==> config.mk <==
export PLATFORM = sky130hd
export DESIGN_NAME = host_domain
export DESIGN_NICKNAME = d
export VERILOG_FILES = /design/src/design/host_bus_pkg.sv /design/src/design/host_map_pkg.sv /design/src/design/host_domain.sv /design/src/design/cfg_lite_slave.sv /design/src/design/event_counter_bank.sv /design/src/design/mem_access_monitor.sv /design/src/design/dma_evt_sync.sv
export SDC_FILE = /design/constraint.sdc
export NUM_CORES = 1
export LEC_CHECK = 0
export BUFFER_PORTS_ARGS = -buffer_cell sky130_fd_sc_hd__buf_4
export CAP_MARGIN = 20
export CORE_UTILIZATION = 49
export CTS_CLUSTER_SIZE = 8
export DETAILED_ROUTE_END_ITERATION = 6
export HOLD_SLACK_MARGIN = 0.05
export PLACE_DENSITY = 0.84
export SETUP_SLACK_MARGIN = 0.4
export SYNTH_ARGS = -nofsm -noshare
export SYNTH_HDL_FRONTEND = slang
export SYNTH_SLANG_ARGS = --single-unit
==> constraint.sdc <==
create_clock -name clk_i -period 4.54 [get_ports clk_i]
set_clock_uncertainty 0.15 [all_clocks]
set_input_delay 0.908 -clock clk_i [delete_from_list [all_inputs] [get_ports clk_i]]
set_output_delay 0.908 -clock clk_i [all_outputs]
set_load 0.03 [all_outputs]
==> src/design/host_bus_pkg.sv <==
package host_bus_pkg;

  // Memory side address
  localparam int unsigned AddrWidth = 64;

  typedef logic [AddrWidth-1:0] addr_t;

  // AXI-Lite configuration port
  localparam int unsigned LiteAddrWidth = 32;
  localparam int unsigned LiteDataWidth = 32;

  typedef logic [LiteAddrWidth-1:0] lite_addr_t;
  typedef logic [LiteDataWidth-1:0] lite_data_t;

  typedef logic [1:0] resp_t;

  localparam resp_t RespOkay = 2'b00;

  // Returned for reads that hit no register
  localparam lite_data_t CfgFillData = 32'hdeadf000;

endpackage
==> src/design/host_map_pkg.sv <==
package host_map_pkg;

  // Rule 0 spans debug up to the HyperRAM base
  localparam host_bus_pkg::addr_t DebugBase = 64'h0000_0000_0000_0000;

  // Rule 1 is the HyperRAM window
  localparam host_bus_pkg::addr_t HyaxiBase   = 64'h0000_0000_8000_0000;
  localparam host_bus_pkg::addr_t HyaxiLength = 64'h0000_0000_4000_0000;

  localparam int unsigned NumEvents = 5;

  // Event vector bit positions
  localparam int unsigned EvtDbgRead  = 0;
  localparam int unsigned EvtDbgWrite = 1;
  localparam int unsigned EvtHyRead   = 2;
  localparam int unsigned EvtHyWrite  = 3;
  localparam int unsigned EvtDma      = 4;

  typedef logic [NumEvents-1:0] evt_vec_t;

  // Counter k lives at CntOffset + 4*k
  localparam host_bus_pkg::lite_addr_t CntOffset       = 32'h0000_0000;
  localparam host_bus_pkg::lite_addr_t ThreshOffset    = 32'h0000_0020;
  localparam host_bus_pkg::lite_addr_t IrqStatusOffset = 32'h0000_0024;

endpackage

==> src/design/host_domain.sv <==
`timescale 1ns/1ps

module host_domain #(
  parameter int unsigned CounterWidth = 16
) (
  input  logic                     clk_i,
  input  logic                     rst_n_i,
  // Memory request strobe
  input  logic                     mem_req_valid_i,
  input  host_bus_pkg::addr_t      mem_req_addr_i,
  input  logic                     mem_req_we_i,
  // Cluster DMA event
  input  logic                     dma_pe_evt_valid_i,
  output logic                     dma_pe_evt_ack_o,
  // AXI-Lite configuration
  input  host_bus_pkg::lite_addr_t cfg_aw_addr_i,
  input  logic                     cfg_aw_valid_i,
  output logic                     cfg_aw_ready_o,
  input  host_bus_pkg::lite_data_t cfg_w_data_i,
  input  logic                     cfg_w_valid_i,
  output logic                     cfg_w_ready_o,
  output host_bus_pkg::resp_t      cfg_b_resp_o,
  output logic                     cfg_b_valid_o,
  input  logic                     cfg_b_ready_i,
  input  host_bus_pkg::lite_addr_t cfg_ar_addr_i,
  input  logic                     cfg_ar_valid_i,
  output logic                     cfg_ar_ready_o,
  output host_bus_pkg::lite_data_t cfg_r_data_o,
  output host_bus_pkg::resp_t      cfg_r_resp_o,
  output logic                     cfg_r_valid_o,
  input  logic                     cfg_r_ready_i,
  output logic                     pmu_irq_o
);

  logic [3:0]               mem_evt;
  logic                     dma_evt;
  host_map_pkg::evt_vec_t   evt_vec;
  logic                     reg_wr;
  host_bus_pkg::lite_addr_t reg_waddr;
  host_bus_pkg::lite_data_t reg_wdata;
  host_bus_pkg::lite_addr_t reg_raddr;
  host_bus_pkg::lite_data_t reg_rdata;

  // DMA event sits above the four memory events
  assign evt_vec = {dma_evt, mem_evt};

  mem_access_monitor i_mem_access_monitor (
    .clk_i           ( clk_i           ),
    .rst_n_i         ( rst_n_i         ),
    .mem_req_valid_i ( mem_req_valid_i ),
    .mem_req_addr_i  ( mem_req_addr_i  ),
    .mem_req_we_i    ( mem_req_we_i    ),
    .mem_evt_o       ( mem_evt         )
  );

  dma_evt_sync i_dma_evt_sync (
    .clk_i   ( clk_i              ),
    .rst_n_i ( rst_n_i            ),
    .valid_i ( dma_pe_evt_valid_i ),
    .ack_o   ( dma_pe_evt_ack_o   ),
    .valid_o ( dma_evt            )
  );

  event_counter_bank #(
    .CounterWidth ( CounterWidth )
  ) i_event_counter_bank (
    .clk_i       ( clk_i     ),
    .rst_n_i     ( rst_n_i   ),
    .evt_i       ( evt_vec   ),
    .reg_wr_i    ( reg_wr    ),
    .reg_waddr_i ( reg_waddr ),
    .reg_wdata_i ( reg_wdata ),
    .reg_raddr_i ( reg_raddr ),
    .reg_rdata_o ( reg_rdata ),
    .irq_o       ( pmu_irq_o )
  );

  cfg_lite_slave i_cfg_lite_slave (
    .clk_i          ( clk_i          ),
    .rst_n_i        ( rst_n_i        ),
    .cfg_aw_addr_i  ( cfg_aw_addr_i  ),
    .cfg_aw_valid_i ( cfg_aw_valid_i ),
    .cfg_aw_ready_o ( cfg_aw_ready_o ),
    .cfg_w_data_i   ( cfg_w_data_i   ),
    .cfg_w_valid_i  ( cfg_w_valid_i  ),
    .cfg_w_ready_o  ( cfg_w_ready_o  ),
    .cfg_b_resp_o   ( cfg_b_resp_o   ),
    .cfg_b_valid_o  ( cfg_b_valid_o  ),
    .cfg_b_ready_i  ( cfg_b_ready_i  ),
    .cfg_ar_addr_i  ( cfg_ar_addr_i  ),
    .cfg_ar_valid_i ( cfg_ar_valid_i ),
    .cfg_ar_ready_o ( cfg_ar_ready_o ),
    .cfg_r_data_o   ( cfg_r_data_o   ),
    .cfg_r_resp_o   ( cfg_r_resp_o   ),
    .cfg_r_valid_o  ( cfg_r_valid_o  ),
    .cfg_r_ready_i  ( cfg_r_ready_i  ),
    .reg_wr_o       ( reg_wr         ),
    .reg_waddr_o    ( reg_waddr      ),
    .reg_wdata_o    ( reg_wdata      ),
    .reg_raddr_o    ( reg_raddr      ),
    .reg_rdata_i    ( reg_rdata      )
  );

endmodule

==> src/design/cfg_lite_slave.sv <==
`timescale 1ns/1ps

module cfg_lite_slave (
  input  logic                     clk_i,
  input  logic                     rst_n_i,
  // AW
  input  host_bus_pkg::lite_addr_t cfg_aw_addr_i,
  input  logic                     cfg_aw_valid_i,
  output logic                     cfg_aw_ready_o,
  // W
  input  host_bus_pkg::lite_data_t cfg_w_data_i,
  input  logic                     cfg_w_valid_i,
  output logic                     cfg_w_ready_o,
  // B
  output host_bus_pkg::resp_t      cfg_b_resp_o,
  output logic                     cfg_b_valid_o,
  input  logic                     cfg_b_ready_i,
  // AR
  input  host_bus_pkg::lite_addr_t cfg_ar_addr_i,
  input  logic                     cfg_ar_valid_i,
  output logic                     cfg_ar_ready_o,
  // R
  output host_bus_pkg::lite_data_t cfg_r_data_o,
  output host_bus_pkg::resp_t      cfg_r_resp_o,
  output logic                     cfg_r_valid_o,
  input  logic                     cfg_r_ready_i,
  // Register port
  output logic                     reg_wr_o,
  output host_bus_pkg::lite_addr_t reg_waddr_o,
  output host_bus_pkg::lite_data_t reg_wdata_o,
  output host_bus_pkg::lite_addr_t reg_raddr_o,
  input  host_bus_pkg::lite_data_t reg_rdata_i
);

  logic                     b_pend_q;
  logic                     r_pend_q;
  host_bus_pkg::lite_data_t r_data_q;
  logic                     wr_acc;
  logic                     rd_acc;

  // One outstanding transaction per direction
  assign cfg_aw_ready_o = !b_pend_q;
  assign cfg_w_ready_o  = !b_pend_q;
  assign cfg_ar_ready_o = !r_pend_q;

  // AW and W arrive together
  assign wr_acc = cfg_aw_valid_i && cfg_w_valid_i && !b_pend_q;
  assign rd_acc = cfg_ar_valid_i && !r_pend_q;

  always_ff @(posedge clk_i or negedge rst_n_i) begin
    if (!rst_n_i) begin
      b_pend_q <= 1'b0;
    end else if (wr_acc) begin
      b_pend_q <= 1'b1;
    end else if (cfg_b_ready_i) begin
      b_pend_q <= 1'b0;
    end
  end

  always_ff @(posedge clk_i or negedge rst_n_i) begin
    if (!rst_n_i) begin
      r_pend_q <= 1'b0;
    end else if (rd_acc) begin
      r_pend_q <= 1'b1;
    end else if (cfg_r_ready_i) begin
      r_pend_q <= 1'b0;
    end
  end

  // Read data held until the master takes it
  always_ff @(posedge clk_i) begin
    if (rd_acc) begin
      r_data_q <= reg_rdata_i;
    end
  end

  assign reg_wr_o    = wr_acc;
  assign reg_waddr_o = cfg_aw_addr_i;
  assign reg_wdata_o = cfg_w_data_i;
  assign reg_raddr_o = cfg_ar_addr_i;

  assign cfg_b_valid_o = b_pend_q;
  assign cfg_b_resp_o  = host_bus_pkg::RespOkay;
  assign cfg_r_valid_o = r_pend_q;
  assign cfg_r_data_o  = r_data_q;
  assign cfg_r_resp_o  = host_bus_pkg::RespOkay;

endmodule

==> src/design/event_counter_bank.sv <==
`timescale 1ns/1ps

module event_counter_bank #(
  parameter int unsigned CounterWidth = 16
) (
  input  logic                     clk_i,
  input  logic                     rst_n_i,
  input  host_map_pkg::evt_vec_t   evt_i,
  input  logic                     reg_wr_i,
  input  host_bus_pkg::lite_addr_t reg_waddr_i,
  input  host_bus_pkg::lite_data_t reg_wdata_i,
  input  host_bus_pkg::lite_addr_t reg_raddr_i,
  output host_bus_pkg::lite_data_t reg_rdata_o,
  output logic                     irq_o
);

  typedef logic [CounterWidth-1:0] cnt_t;

  cnt_t                   cnt_q [host_map_pkg::NumEvents];
  cnt_t                   thresh_q;
  host_map_pkg::evt_vec_t irq_status_q;
  host_map_pkg::evt_vec_t cnt_clr;
  host_map_pkg::evt_vec_t thresh_hit;
  host_map_pkg::evt_vec_t status_clr;
  logic                   thresh_wr;
  logic                   status_wr;

  function automatic host_bus_pkg::lite_addr_t cnt_addr(int unsigned idx);
    return host_map_pkg::CntOffset + host_bus_pkg::lite_addr_t'(idx * 4);
  endfunction

  assign thresh_wr  = reg_wr_i && (reg_waddr_i == host_map_pkg::ThreshOffset);
  assign status_wr  = reg_wr_i && (reg_waddr_i == host_map_pkg::IrqStatusOffset);
  assign status_clr = status_wr ? reg_wdata_i[host_map_pkg::NumEvents-1:0] : '0;

  for (genvar k = 0; k < host_map_pkg::NumEvents; k++) begin : gen_cnt
    cnt_t cnt_inc;

    assign cnt_inc    = cnt_q[k] + 1'b1;
    assign cnt_clr[k] = reg_wr_i && (reg_waddr_i == cnt_addr(k));
    // Zero threshold disables the match
    assign thresh_hit[k] = evt_i[k] && !cnt_clr[k] && (thresh_q != '0) &&
                           (cnt_inc == thresh_q);

    always_ff @(posedge clk_i or negedge rst_n_i) begin
      if (!rst_n_i) begin
        cnt_q[k] <= '0;
      end else if (cnt_clr[k]) begin
        cnt_q[k] <= '0;
      end else if (evt_i[k]) begin
        cnt_q[k] <= cnt_inc;
      end
    end
  end

  always_ff @(posedge clk_i or negedge rst_n_i) begin
    if (!rst_n_i) begin
      thresh_q     <= '0;
      irq_status_q <= '0;
    end else begin
      if (thresh_wr) begin
        thresh_q <= reg_wdata_i[CounterWidth-1:0];
      end
      // A new match beats a clear in the same cycle
      irq_status_q <= (irq_status_q & ~status_clr) | thresh_hit;
    end
  end

  always_comb begin
    reg_rdata_o = host_bus_pkg::CfgFillData;
    for (int unsigned k = 0; k < host_map_pkg::NumEvents; k++) begin
      if (reg_raddr_i == cnt_addr(k)) begin
        reg_rdata_o = host_bus_pkg::lite_data_t'(cnt_q[k]);
      end
    end
    if (reg_raddr_i == host_map_pkg::ThreshOffset) begin
      reg_rdata_o = host_bus_pkg::lite_data_t'(thresh_q);
    end
    if (reg_raddr_i == host_map_pkg::IrqStatusOffset) begin
      reg_rdata_o = host_bus_pkg::lite_data_t'(irq_status_q);
    end
  end

  assign irq_o = |irq_status_q;

endmodule

==> src/design/mem_access_monitor.sv <==
`timescale 1ns/1ps

module mem_access_monitor (
  input  logic                clk_i,
  input  logic                rst_n_i,
  input  logic                mem_req_valid_i,
  input  host_bus_pkg::addr_t mem_req_addr_i,
  input  logic                mem_req_we_i,
  output logic [3:0]          mem_evt_o
);

  localparam host_bus_pkg::addr_t HyaxiEnd =
    host_map_pkg::HyaxiBase + host_map_pkg::HyaxiLength;

  logic       hit_dbg;
  logic       hit_hy;
  logic [3:0] evt_d;

  // Both rules are half-open intervals
  assign hit_dbg = (mem_req_addr_i >= host_map_pkg::DebugBase) &&
                   (mem_req_addr_i < host_map_pkg::HyaxiBase);
  assign hit_hy  = (mem_req_addr_i >= host_map_pkg::HyaxiBase) &&
                   (mem_req_addr_i < HyaxiEnd);

  always_comb begin
    evt_d = '0;
    evt_d[host_map_pkg::EvtDbgRead]  = mem_req_valid_i && hit_dbg && !mem_req_we_i;
    evt_d[host_map_pkg::EvtDbgWrite] = mem_req_valid_i && hit_dbg && mem_req_we_i;
    evt_d[host_map_pkg::EvtHyRead]   = mem_req_valid_i && hit_hy && !mem_req_we_i;
    evt_d[host_map_pkg::EvtHyWrite]  = mem_req_valid_i && hit_hy && mem_req_we_i;
  end

  always_ff @(posedge clk_i or negedge rst_n_i) begin
    if (!rst_n_i) begin
      mem_evt_o <= '0;
    end else begin
      mem_evt_o <= evt_d;
    end
  end

endmodule

==> src/design/dma_evt_sync.sv <==
`timescale 1ns/1ps

module dma_evt_sync (
  input  logic clk_i,
  input  logic rst_n_i,
  input  logic valid_i,
  output logic ack_o,
  output logic valid_o
);

  logic sync1_q;
  logic sync2_q;
  logic sync3_q;
  logic pulse_q;

  always_ff @(posedge clk_i or negedge rst_n_i) begin
    if (!rst_n_i) begin
      sync1_q <= 1'b0;
      sync2_q <= 1'b0;
      sync3_q <= 1'b0;
      pulse_q <= 1'b0;
    end else begin
      sync1_q <= valid_i;
      sync2_q <= sync1_q;
      sync3_q <= sync2_q;
      // One pulse per rising edge of the synchronized level
      pulse_q <= sync2_q & ~sync3_q;
    end
  end

  // Synchronized level doubles as the handshake ack
  assign ack_o   = sync2_q;
  assign valid_o = pulse_q;

endmodule

* After elaboration in Yosys (flattened, before gate mapping)
Cells that the tools add are included.
** Operators by class
- Multiplexer cells :: 22
- Reductions and logical operators :: 53
- Divide/modulo/power cells :: 0
- Multipliers :: 0
- Equality and inequality tests :: 17
- Magnitude comparators :: 4
- $add $sub $neg :: 5
- Shift operators :: 0
- Bitwise logic cells :: 5
** Operator list (number)
- $mux 16 :: 15
- $eq 32x4->1 const B :: 4
- $eq 32x6->1 const B :: 4
- $lt 64x32->1 const B :: 2
- $add 16x1->16 const B :: 5
- $eq 16x16->1 :: 5
- $eq 32x3->1 const B :: 2
- $eq 32x5->1 const B :: 2
- $ge 64x1->1 const B :: 1
- $ge 64x32->1 const B :: 1
- $logic_not 32->1 :: 2
- $logic_and 1x1->1 :: 33
- $mux 32 :: 1
- $reduce_bool 16->1 :: 1
- $reduce_bool 2->1 :: 7
- $mux 5 :: 2
- $logic_not 1->1 :: 8
- $reduce_or 6->1 :: 1
- $and 5x5->5 :: 1
- $not 5->5 :: 1
- $or 5x5->5 :: 1
- $reduce_or 5->1 :: 1
- $mux 1 :: 4
- $and 1x1->1 :: 1
- $not 1->1 :: 1
** Storage, ports and cells
- Bits in writable memories :: 0
- Input port bits :: 170
- Word-level logic and storage cells :: 123
- Memories :: 0
- Bits in latches :: 0
- Register bits :: 143
- Output and inout bits :: 43
- ROM bits :: 0

* Depth between registers and ports, before layout
Gate-level depths: netlist (run 1).
- Depth in word-level cells :: 8
- Gate-level depth with buffers :: 8
- Gate-level depth less buffers :: 7

* Modules after synthesis
From an unflattened synthesis (run 1), not the netlist that was laid out.
** Second synthesis, totals
- Cell total of the unflattened synthesis :: 1138
- Area, all modules :: 10288.6 µm²
** Modules (own cells, without submodules)
- event_counter_bank :: instances 1, sequential area each 2527.4 µm², cells each 969, area each 8150.3 µm²
- cfg_lite_slave :: instances 1, sequential area each 1011.0 µm², cells each 143, area each 1814.2 µm²
- mem_access_monitor :: instances 1, sequential area each 100.1 µm², cells each 21, area each 210.2 µm²
- dma_evt_sync :: instances 1, sequential area each 100.1 µm², cells each 5, area each 113.9 µm²

* Worst setup path after synthesis (run 1)
Ideal clock, no wire load.
- Path type :: in2reg
- Start point :: in cfg_aw_addr_i[11]
- End point :: reg i_event_counter_bank.thresh_q[11]
- Setup time :: 0.127 ns
- Cell stages on the path :: 6
- Arrival time :: 2.930 ns
- Buffers on the path :: 1
- Path slack :: 1.332 ns
- Cells stage by stage :: or4_1 -> or4_4 -> nor3_4 -> nor4b_4 -> buf_6 -> mux2_1
** Between the ends
- Longest elaborated chain between the ends :: 2
** Ends and longest elaborated chain
- from (decl) :: RTL line host_domain.sv:16 : input host_bus_pkg::lite_addr_t cfg_aw_addr_i,
- $eq 32x6->1 :: RTL line event_counter_bank.sv:32 : assign thresh_wr = reg_wr_i && (reg_waddr_i == host_map_pkg::ThreshOffset);
- $logic_and 1x1->1 :: RTL line event_counter_bank.sv:32
- to (signal assigned) :: RTL line event_counter_bank.sv:62 : thresh_q <= reg_wdata_i[CounterWidth-1:0];
- to (decl) :: RTL line event_counter_bank.sv:20 : cnt_t thresh_q;
No other way between the ends.
A chain may end at the register's enable or synchronous reset.

* Worst setup path after layout (run 1)
- Start point :: in cfg_aw_addr_i[11]
- End point :: reg i_event_counter_bank.irq_status_q[1]
** Between the ends
- Longest elaborated chain between the ends :: 7
- Elaborated cells on any way between the ends :: 12
- Classes of those cells :: eq/ne: 2; mux: 1; bitwise: 3; reduce/logical: 6
** Ends and longest elaborated chain
- $eq 32x3->1 :: RTL line event_counter_bank.sv:40 : assign cnt_clr[k] = reg_wr_i && (reg_waddr_i == cnt_addr(k));
- $logic_and 1x1->1 :: RTL line event_counter_bank.sv:40
- $logic_not 1->1 :: RTL line event_counter_bank.sv:42 : assign thresh_hit[k] = evt_i[k] && !cnt_clr[k] && (thresh_q != '0) &&
- $logic_and 1x1->1 (3 in series) :: RTL line event_counter_bank.sv:42
- $or 5x5->5 (*) :: RTL line event_counter_bank.sv:65 : irq_status_q <= (irq_status_q & ~status_clr) | thresh_hit;
- to (signal assigned) :: RTL line event_counter_bank.sv:65
- to (decl) :: RTL line event_counter_bank.sv:21 : host_map_pkg::evt_vec_t irq_status_q;
Every way passes the cells marked *; elsewhere a longest branch is shown, timed or not.

==> results.json, run 1 <==
{
  "outcome": "finished, violations left",
  "violations": "design-rule violations",
  "fillers": 1582,
  "routedWlPerCell_um": 19.9,
  "post_synth_and_or_nand_nor_area_fraction_pct": 25.1,
  "crit_path_end_kind": "register",
  "seq_power_share_pct": 43.7,
  "yosys_warnings": 0,
  "post_layout_nonfiller_instances": 1367,
  "floorplan.initialDensity_pct": 50.6,
  "postCtsResizedCells": 0,
  "met1_length_um": 10400,
  "layout.area.seq_mm2": 0.00329,
  "p_clk_share_pct": 40.9,
  "cts.clk_slew.worst_paths_ns": 0.05,
  "worst_skew_pair.late_latency_ns": 0.43,
  "drv.max_cap_violation_count": 0,
  "post_synth_mux_area_share_pct": 6.23,
  "design_area_mm2": 0.0108,
  "wl_um": 27300,
  "fp.dieW_um": 139,
  "post-cts-setup-buffer-count": 0,
  "number_of_global_route_vias_before_repair": 8016,
  "synth-edff-count": 17,
  "routabilityCongestion": 1.01,
  "grt_pass1_wl_um": 43200,
  "worstMarginPinSlew_ns": 0.906,
  "number_of_endpoints_with_negative_hold_slack_in_the_final_report": 0,
  "detailedPlacementHpwl_um": 20100,
  "power_frac_comb_pct": 15.4,
  "synthCells": 1039,
  "drive_above_1_share_pct": 19.4,
  "largest_cells_by_area_after_synthesis": "sky130_fd_sc_hd__dfrtp_1 30%, sky130_fd_sc_hd__xnor2_1 10%, sky130_fd_sc_hd__xor2_1 6.1%, sky130_fd_sc_hd__edfxtp_1 5.6%, sky130_fd_sc_hd__nor2_1 5.4%",
  "routed.top_layer": "met4",
  "placed_cells_incl_taps": 1335,
  "syn-cell-area_mm2": 0.00918,
  "min_period_over_period_pct": 72.1,
  "critPathSlowestCell": "sky130_fd_sc_hd__or4_4",
  "setup.worst_path.start_class": "input port",
  "setup_tns_ns": 0,
  "cts_hold_buffers": 0,
  "static-leakage-power_nw": 4.33,
  "cts_sinks": 128,
  "synth_seq_cells": 128,
  "async_reset_ff_share_pct": 86.7,
  "cp_data_required_time_ns": 4.69,
  "drtIter0Drc": 955,
  "rr_worst_depth": 7,
  "rsz0062_at_grt": "no",
  "critPathKind": "in -> reg",
  "synth_seq_area_share_pct": 35.8,
  "dr_wl_met3_um": 3040,
  "total_power_mw": 3.09,
  "yosys.area.top_type_share_pct": 30.3,
  "arrival_ns": 3.42,
  "cts_htree_levels": 4,
  "setup_ws_ns": 1.27,
  "dpl_worst_slack_ns": 0.909,
  "timing_limited_maximum_frequency_mhz": 305,
  "worst_ir_drop_vdd_uv": 240,
  "floorplan.die_area_mm2": 0.0193,
  "power.switching_fraction_pct": 28.6,
  "n_antenna_cell": 0,
  "final.hold.worst_slack_ns": 0.199,
  "dr.pass1.iters": 7,
  "grt_usage_pct": 29.0,
  "critical_path_peak_fanout": 7,
  "design.portCount": 213,
  "count_of_cell_types_in_the_netlist": 70,
  "syn_avg_cell_area_um2": 8.84,
  "grt_overflow": 0,
  "cpPeakStageDelay_ns": 0.58,
  "p_sw_mw": 0.883,
  "vias": 8509,
  "grt_antenna_before_repair": 0,
  "cts_tree": "yes",
  "multi_input_area_mm2": 0.00534,
  "core-area_mm2": 0.0181,
  "chipHeight_um": 139,
  "dominant_combinational_cell_family_by_area_after_synthesis": "simple AND/OR/NAND/NOR gates",
  "share_of_the_core_filled_with_cells_pct": 59.4,
  "synth_xor_area_share_pct": 16.6,
  "synth-compound-area-share_pct": 9.04,
  "setup_violations": 0,
  "std_cell_rows": 49,
  "intPower_mw": 2.20,
  "detailroute.wirelength.met2_um": 12400,
  "post-route-drc-count": 22,
  "nNetsFinal": 1300,
  "min-delay-path-class": "reg -> reg",
  "synth-main-ff-cell": "sky130_fd_sc_hd__dfrtp_1",
  "clock_tree_buf_depth": 2,
  "grt_max_degree": 67,
  "port-buffer-count": 157,
  "path_cells": "buf_4 > or4_1 > or4_4 > nor3_4 > nand4bb_1 > o21ai_0 > o31ai_1",
  "finalCriticalPeriod_ns": 3.27,
  "tritoncts.num_buffers": 17,
  "synth_area_leader_cell": "sky130_fd_sc_hd__dfrtp_1",
  "viasPerCell": 6.22,
  "timing.slew.headroom_pct": 39.3,
  "dp_area_mm2": 0.0102,
  "finalMaxSlewViolations": 0,
  "ant_nets_after_route": 0,
  "worstHoldPathCells": 0,
  "power_per_cell_area_mw_per_mm2": 286,
  "root_buffer": "sky130_fd_sc_hd__clkbuf_16",
  "yosys.area_share.adder_pct": 0.790,
  "post_synthesis_to_final_layout_area_growth_pct": 17.5
}
cell usage in the layout, fill, tap and decap left out, types with 5 or more instances in the layout:
cell type	n
sky130_fd_sc_hd__nor2_1	132
sky130_fd_sc_hd__nand4_1	46
sky130_fd_sc_hd__o31ai_1	7
sky130_fd_sc_hd__a21oi_1	23
sky130_fd_sc_hd__mux4_2	15
sky130_fd_sc_hd__clkbuf_16	17
sky130_fd_sc_hd__or4_1	11
sky130_fd_sc_hd__and3_1	11
sky130_fd_sc_hd__mux2i_1	11
sky130_fd_sc_hd__a22oi_1	10
sky130_fd_sc_hd__buf_4	163
sky130_fd_sc_hd__xor2_1	64
sky130_fd_sc_hd__nor4_1	32
sky130_fd_sc_hd__xnor2_1	110
sky130_fd_sc_hd__a2111oi_0	5
sky130_fd_sc_hd__nand2b_1	5
sky130_fd_sc_hd__clkinv_2	6
sky130_fd_sc_hd__a31oi_1	8
sky130_fd_sc_hd__o221ai_1	6
sky130_fd_sc_hd__nand2_1	60
sky130_fd_sc_hd__inv_1	23
sky130_fd_sc_hd__or3_1	14
sky130_fd_sc_hd__and4_1	10
sky130_fd_sc_hd__nor3_1	36
sky130_fd_sc_hd__nand3_1	40
sky130_fd_sc_hd__nor2b_1	12
sky130_fd_sc_hd__o21ai_0	34
sky130_fd_sc_hd__dfrtp_1	111
sky130_fd_sc_hd__mux2_1	10
sky130_fd_sc_hd__conb_1	9
sky130_fd_sc_hd__ha_1	5
sky130_fd_sc_hd__edfxtp_1	17
power groups by stage:
stage	registers [mW]	clock network (mW)	logic (mW)
after floorplan	1.29	0	0.365
after global placement	1.36	0	0.459
after detailed placement	1.36	0	0.475
after CTS	1.34	1.28	0.475
after global routing	1.36	1.32	0.525
final	1.35	1.26	0.476
path summary, 6_finish.rpt:
path                                                            startpoint                                        endpoint  slack [ns]
max in group asynchronous                                          rst_n_i      i_cfg_lite_slave.cfg_r_valid_o$_DFFE_PN0P_        3.13
min in group asynchronous                                          rst_n_i   i_event_counter_bank.thresh_q[14]$_DFFE_PN0P_        0.34
worst min register to register            i_dma_evt_sync.sync1_q$_DFF_PN0_                  i_dma_evt_sync.ack_o$_DFF_PN0_        0.20
worst max register to register  i_event_counter_bank.cnt_q[64]$_DFFE_PN0P_  i_event_counter_bank.irq_status_q[0]$_DFF_PN0_        1.65
worst max-delay path                                     cfg_aw_addr_i[11]  i_event_counter_bank.irq_status_q[1]$_DFF_PN0_        1.27
worst min-delay path                      i_dma_evt_sync.sync1_q$_DFF_PN0_                  i_dma_evt_sync.ack_o$_DFF_PN0_        0.20
registers in the layout, indices dropped and copies added (netlist names):
name,flops
i_cfg_lite_slave.cfg_r_valid_o,1
i_event_counter_bank.cnt_q,80
i_cfg_lite_slave.cfg_b_valid_o,1
i_mem_access_monitor.mem_evt_o,4
i_event_counter_bank.thresh_q,16
i_dma_evt_sync.sync3_q,1
i_dma_evt_sync.sync1_q,1
i_dma_evt_sync.ack_o,1
i_event_counter_bank.irq_status_q,5
i_dma_evt_sync.valid_o,1
i_cfg_lite_slave.cfg_r_data_o,17
critical path, delay by kind of cell:
| kind | cells | cell delay [ns] |
|---|---|---|
| AO/OA/AOI/OAI | 2 | 0.49 |
| AND/OR/NAND/NOR | 4 | 1.91 |
| buffers and inverters | 1 | 0.10 |
cells in the mapped netlist, types with 6 or more instances:
cell type	n
sky130_fd_sc_hd__nand3_1	40
sky130_fd_sc_hd__nor4_1	32
sky130_fd_sc_hd__or3_1	14
sky130_fd_sc_hd__a21oi_1	23
sky130_fd_sc_hd__a22oi_1	10
sky130_fd_sc_hd__o21ai_0	34
sky130_fd_sc_hd__a31oi_1	8
sky130_fd_sc_hd__buf_4	20
sky130_fd_sc_hd__inv_1	23
sky130_fd_sc_hd__mux2_1	10
sky130_fd_sc_hd__clkbuf_1	61
sky130_fd_sc_hd__edfxtp_1	17
sky130_fd_sc_hd__mux2i_1	11
sky130_fd_sc_hd__o31ai_1	7
sky130_fd_sc_hd__and4_1	10
sky130_fd_sc_hd__xor2_1	64
sky130_fd_sc_hd__buf_2	18
sky130_fd_sc_hd__nor2b_1	12
sky130_fd_sc_hd__and3_1	11
sky130_fd_sc_hd__nand4_1	46
sky130_fd_sc_hd__nand2_1	60
sky130_fd_sc_hd__mux4_2	15
sky130_fd_sc_hd__xnor2_1	110
sky130_fd_sc_hd__dfrtp_1	111
sky130_fd_sc_hd__nor2_1	132
sky130_fd_sc_hd__o221ai_1	6
sky130_fd_sc_hd__nor3_1	36
sky130_fd_sc_hd__or4_1	11
routing by layer:
metal,global-route usage (%),up-vias
met5,0,-
li1,-,3842
met3,6.91,119
met4,14.7,0
met1,36.5,4027
met2,46.7,521
kinds of logic (layout without fill, tap and decap cells):
family                     Yosys count  after routing
AOI/OAI and AO/OA                  126            126
muxes                               37             37
DFF                                128            128
adders and majority gates            6              6
other                                1              9
buffers and inverters              128            219
and+or+nand+nor                    439            439
xor gates and xnor gates           174            174
layout make-up:
| type | count | area share (%) |
|---|---|---|
| clock inverters | 11 | 0.847 |
| well taps | 229 | 2.66 |
| multi-input cells | 791 | 49.5 |
| clock buffers | 21 | 4.18 |
| repair buffers | 164 | 11.5 |
| flip-flops and latches | 128 | 30.5 |
| inverters | 23 | 0.801 |
(Power assumes the default switching activity.)
==> run 2, diff against run 1 <==
clock period = 3.2 ns   (was 4.54 ns; I/O delays follow)
==> results.json, run 2 (synthesis gave the netlist of run 1 again) <==
{
  "timing.slew.headroom_pct": 53.1,
  "r2r-start": "i_event_counter_bank.cnt_q[67]$_DFFE_PN0P_",
  "outcome": "finished, violations left",
  "cts_tree": "yes",
  "post-route-drc-count": 16,
  "cts_hold_buffers": 0,
  "detailedPlacementHpwl_um": 20800,
  "floorplan.initialDensity_pct": 50.6,
  "wl_um": 28000,
  "setup.worst_path.start_class": "register",
  "worstMarginPinSlew_ns": 0.704,
  "critPathKind": "reg -> reg",
  "routedWlPerCell_um": 20.1,
  "min_period_over_period_pct": 85.2,
  "max_flop_register": "i_event_counter_bank.cnt_q",
  "share_of_the_core_filled_with_cells_pct": 60.9,
  "number_of_global_route_vias_before_repair": 8334,
  "crit_path_end_kind": "register",
  "drv.max_cap_violation_count": 0,
  "std_cell_rows": 49,
  "clock_tree_buf_depth": 2,
  "n_antenna_cell": 0,
  "post_synthesis_to_final_layout_area_growth_pct": 20.4,
  "ant_nets_after_route": 0,
  "layout.area.seq_mm2": 0.00329,
  "post-cts-setup-buffer-count": 0,
  "setup_violations": 0,
  "vias": 8651,
  "grt_pass1_wl_um": 44800,
  "timing_limited_maximum_frequency_mhz": 367,
  "rsz0062_at_grt": "no",
  "root_buffer": "sky130_fd_sc_hd__clkbuf_16",
  "dpl_worst_slack_ns": 0.110,
  "finalMaxSlewViolations": 0,
  "port-buffer-count": 157,
  "setup_tns_ns": 0,
  "nNetsFinal": 1325,
  "power_per_cell_area_mw_per_mm2": 399,
  "setup_ws_ns": 0.472,
  "fp.dieW_um": 139,
  "finalCriticalPeriod_ns": 2.73,
  "routabilityCongestion": 1.02,
  "cts_htree_levels": 4,
  "number_of_endpoints_with_negative_hold_slack_in_the_final_report": 0,
  "final.hold.worst_slack_ns": 0.115,
  "min-delay-path-class": "in -> async",
  "violations": "design-rule violations",
  "layout.cells.most_common": "sky130_fd_sc_hd__buf_4",
  "largest_register_ffs": 80,
  "setup.reg_to_reg.worst_slack_ns": 0.47,
  "fillers": 1532,
  "cts.clk_slew.worst_paths_ns": 0.06,
  "multi_input_area_mm2": 0.00535,
  "drive_above_1_share_pct": 21.5,
  "grt_antenna_before_repair": 0,
  "critical_path.reg2reg.endpoint": "i_event_counter_bank.irq_status_q[0]$_DFF_PN0_",
  "layout.cells.most_common_list": "182 x sky130_fd_sc_hd__buf_4, 131 x sky130_fd_sc_hd__nor2_1, 110 x sky130_fd_sc_hd__xnor2_1, 107 x sky130_fd_sc_hd__dfrtp_1, 64 x sky130_fd_sc_hd__xor2_1",
  "rr_worst_depth": 6,
  "core-area_mm2": 0.0181,
  "total_power_mw": 4.41,
  "grt_usage_pct": 30.1,
  "grt_max_degree": 49,
  "drtIter0Drc": 1211,
  "cp_data_required_time_ns": 3.41,
  "static-leakage-power_nw": 4.48,
  "critical_path_peak_fanout": 8,
  "floorplan.die_area_mm2": 0.0193,
  "grt_overflow": 0,
  "cts_sinks": 128,
  "design.portCount": 213,
  "viasPerCell": 6.21,
  "arrival_ns": 2.93,
  "dr.pass1.iters": 7,
  "chipHeight_um": 139,
  "tritoncts.num_buffers": 17,
  "postCtsResizedCells": 0,
  "worst_skew_pair.late_latency_ns": 0.43,
  "worst_ir_drop_vdd_uv": 365
}
[run 2: layer usage]
metal | part of all wire (%) | GRT usage (%) | vias to the layer above | routed length, um
met5 | 0 | 0 | - | 0
met4 | 5.5 | 18.2 | 0 | 1530
met3 | 10 | 7.29 | 119 | 2890
met2 | 46 | 46.4 | 541 | 12800
met1 | 39 | 38.4 | 4099 | 10800
li1 | - | - | 3892 | -
[run 2: layout make-up]
class	count	share of cell area (%)
multi-input cells	791	48.4
clock buffers	25	4.30
flip-flops and latches	128	29.8
repair buffers	189	13.6
clock inverters	7	0.566
well taps	229	2.59
inverters	23	0.781
[run 2: worst max-delay path by stage]
stage                                                   from                                              to  slack (ns)  cells past startpoint
3_5_place_dp                               cfg_aw_addr_i[11]   i_event_counter_bank.thresh_q[14]$_DFFE_PN0P_        0.11                      7
3_3_place_gp                               cfg_aw_addr_i[11]    i_event_counter_bank.thresh_q[0]$_DFFE_PN0P_        0.14                      7
4_1_cts           i_event_counter_bank.cnt_q[48]$_DFFE_PN0P_  i_event_counter_bank.irq_status_q[1]$_DFF_PN0_        0.43                      7
6_report          i_event_counter_bank.cnt_q[67]$_DFFE_PN0P_  i_event_counter_bank.irq_status_q[0]$_DFF_PN0_        0.47                      6
2_1_floorplan                              cfg_aw_addr_i[11]   i_event_counter_bank.thresh_q[11]$_DFFE_PN0P_        0.26                      6
5_1_grt        i_event_counter_bank.thresh_q[14]$_DFFE_PN0P_  i_event_counter_bank.irq_status_q[4]$_DFF_PN0_        0.40                      6
[run 2: report_power, final]
part	internal [mW]	total [mW]	switching [mW]	leakage, nW
registers	1.73	1.90	0.170	1.26
clock network	1.10	1.80	0.703	0.265
logic	0.334	0.712	0.378	2.95
total	3.16	4.41	1.25	4.48
[run 2: metrics by stage]
step / cell area, um2 / instances
after floorplan: 9210 / 1047
after global placement: 10500 / 1360
after detailed placement: 10500 / 1360
after CTS: 11000 / 1392
after global routing: 11100 / 1392
final: 11100 / 1392
[run 2: critical path: stages, from the launching register on]
cell	delay, ns
sky130_fd_sc_hd__dfrtp_1	0.55
sky130_fd_sc_hd__nand4_1	0.39
sky130_fd_sc_hd__nor4_2	0.52
sky130_fd_sc_hd__xnor2_1	0.09
sky130_fd_sc_hd__or3_1	0.32
sky130_fd_sc_hd__or4_1	0.50
sky130_fd_sc_hd__o21ai_1	0.13
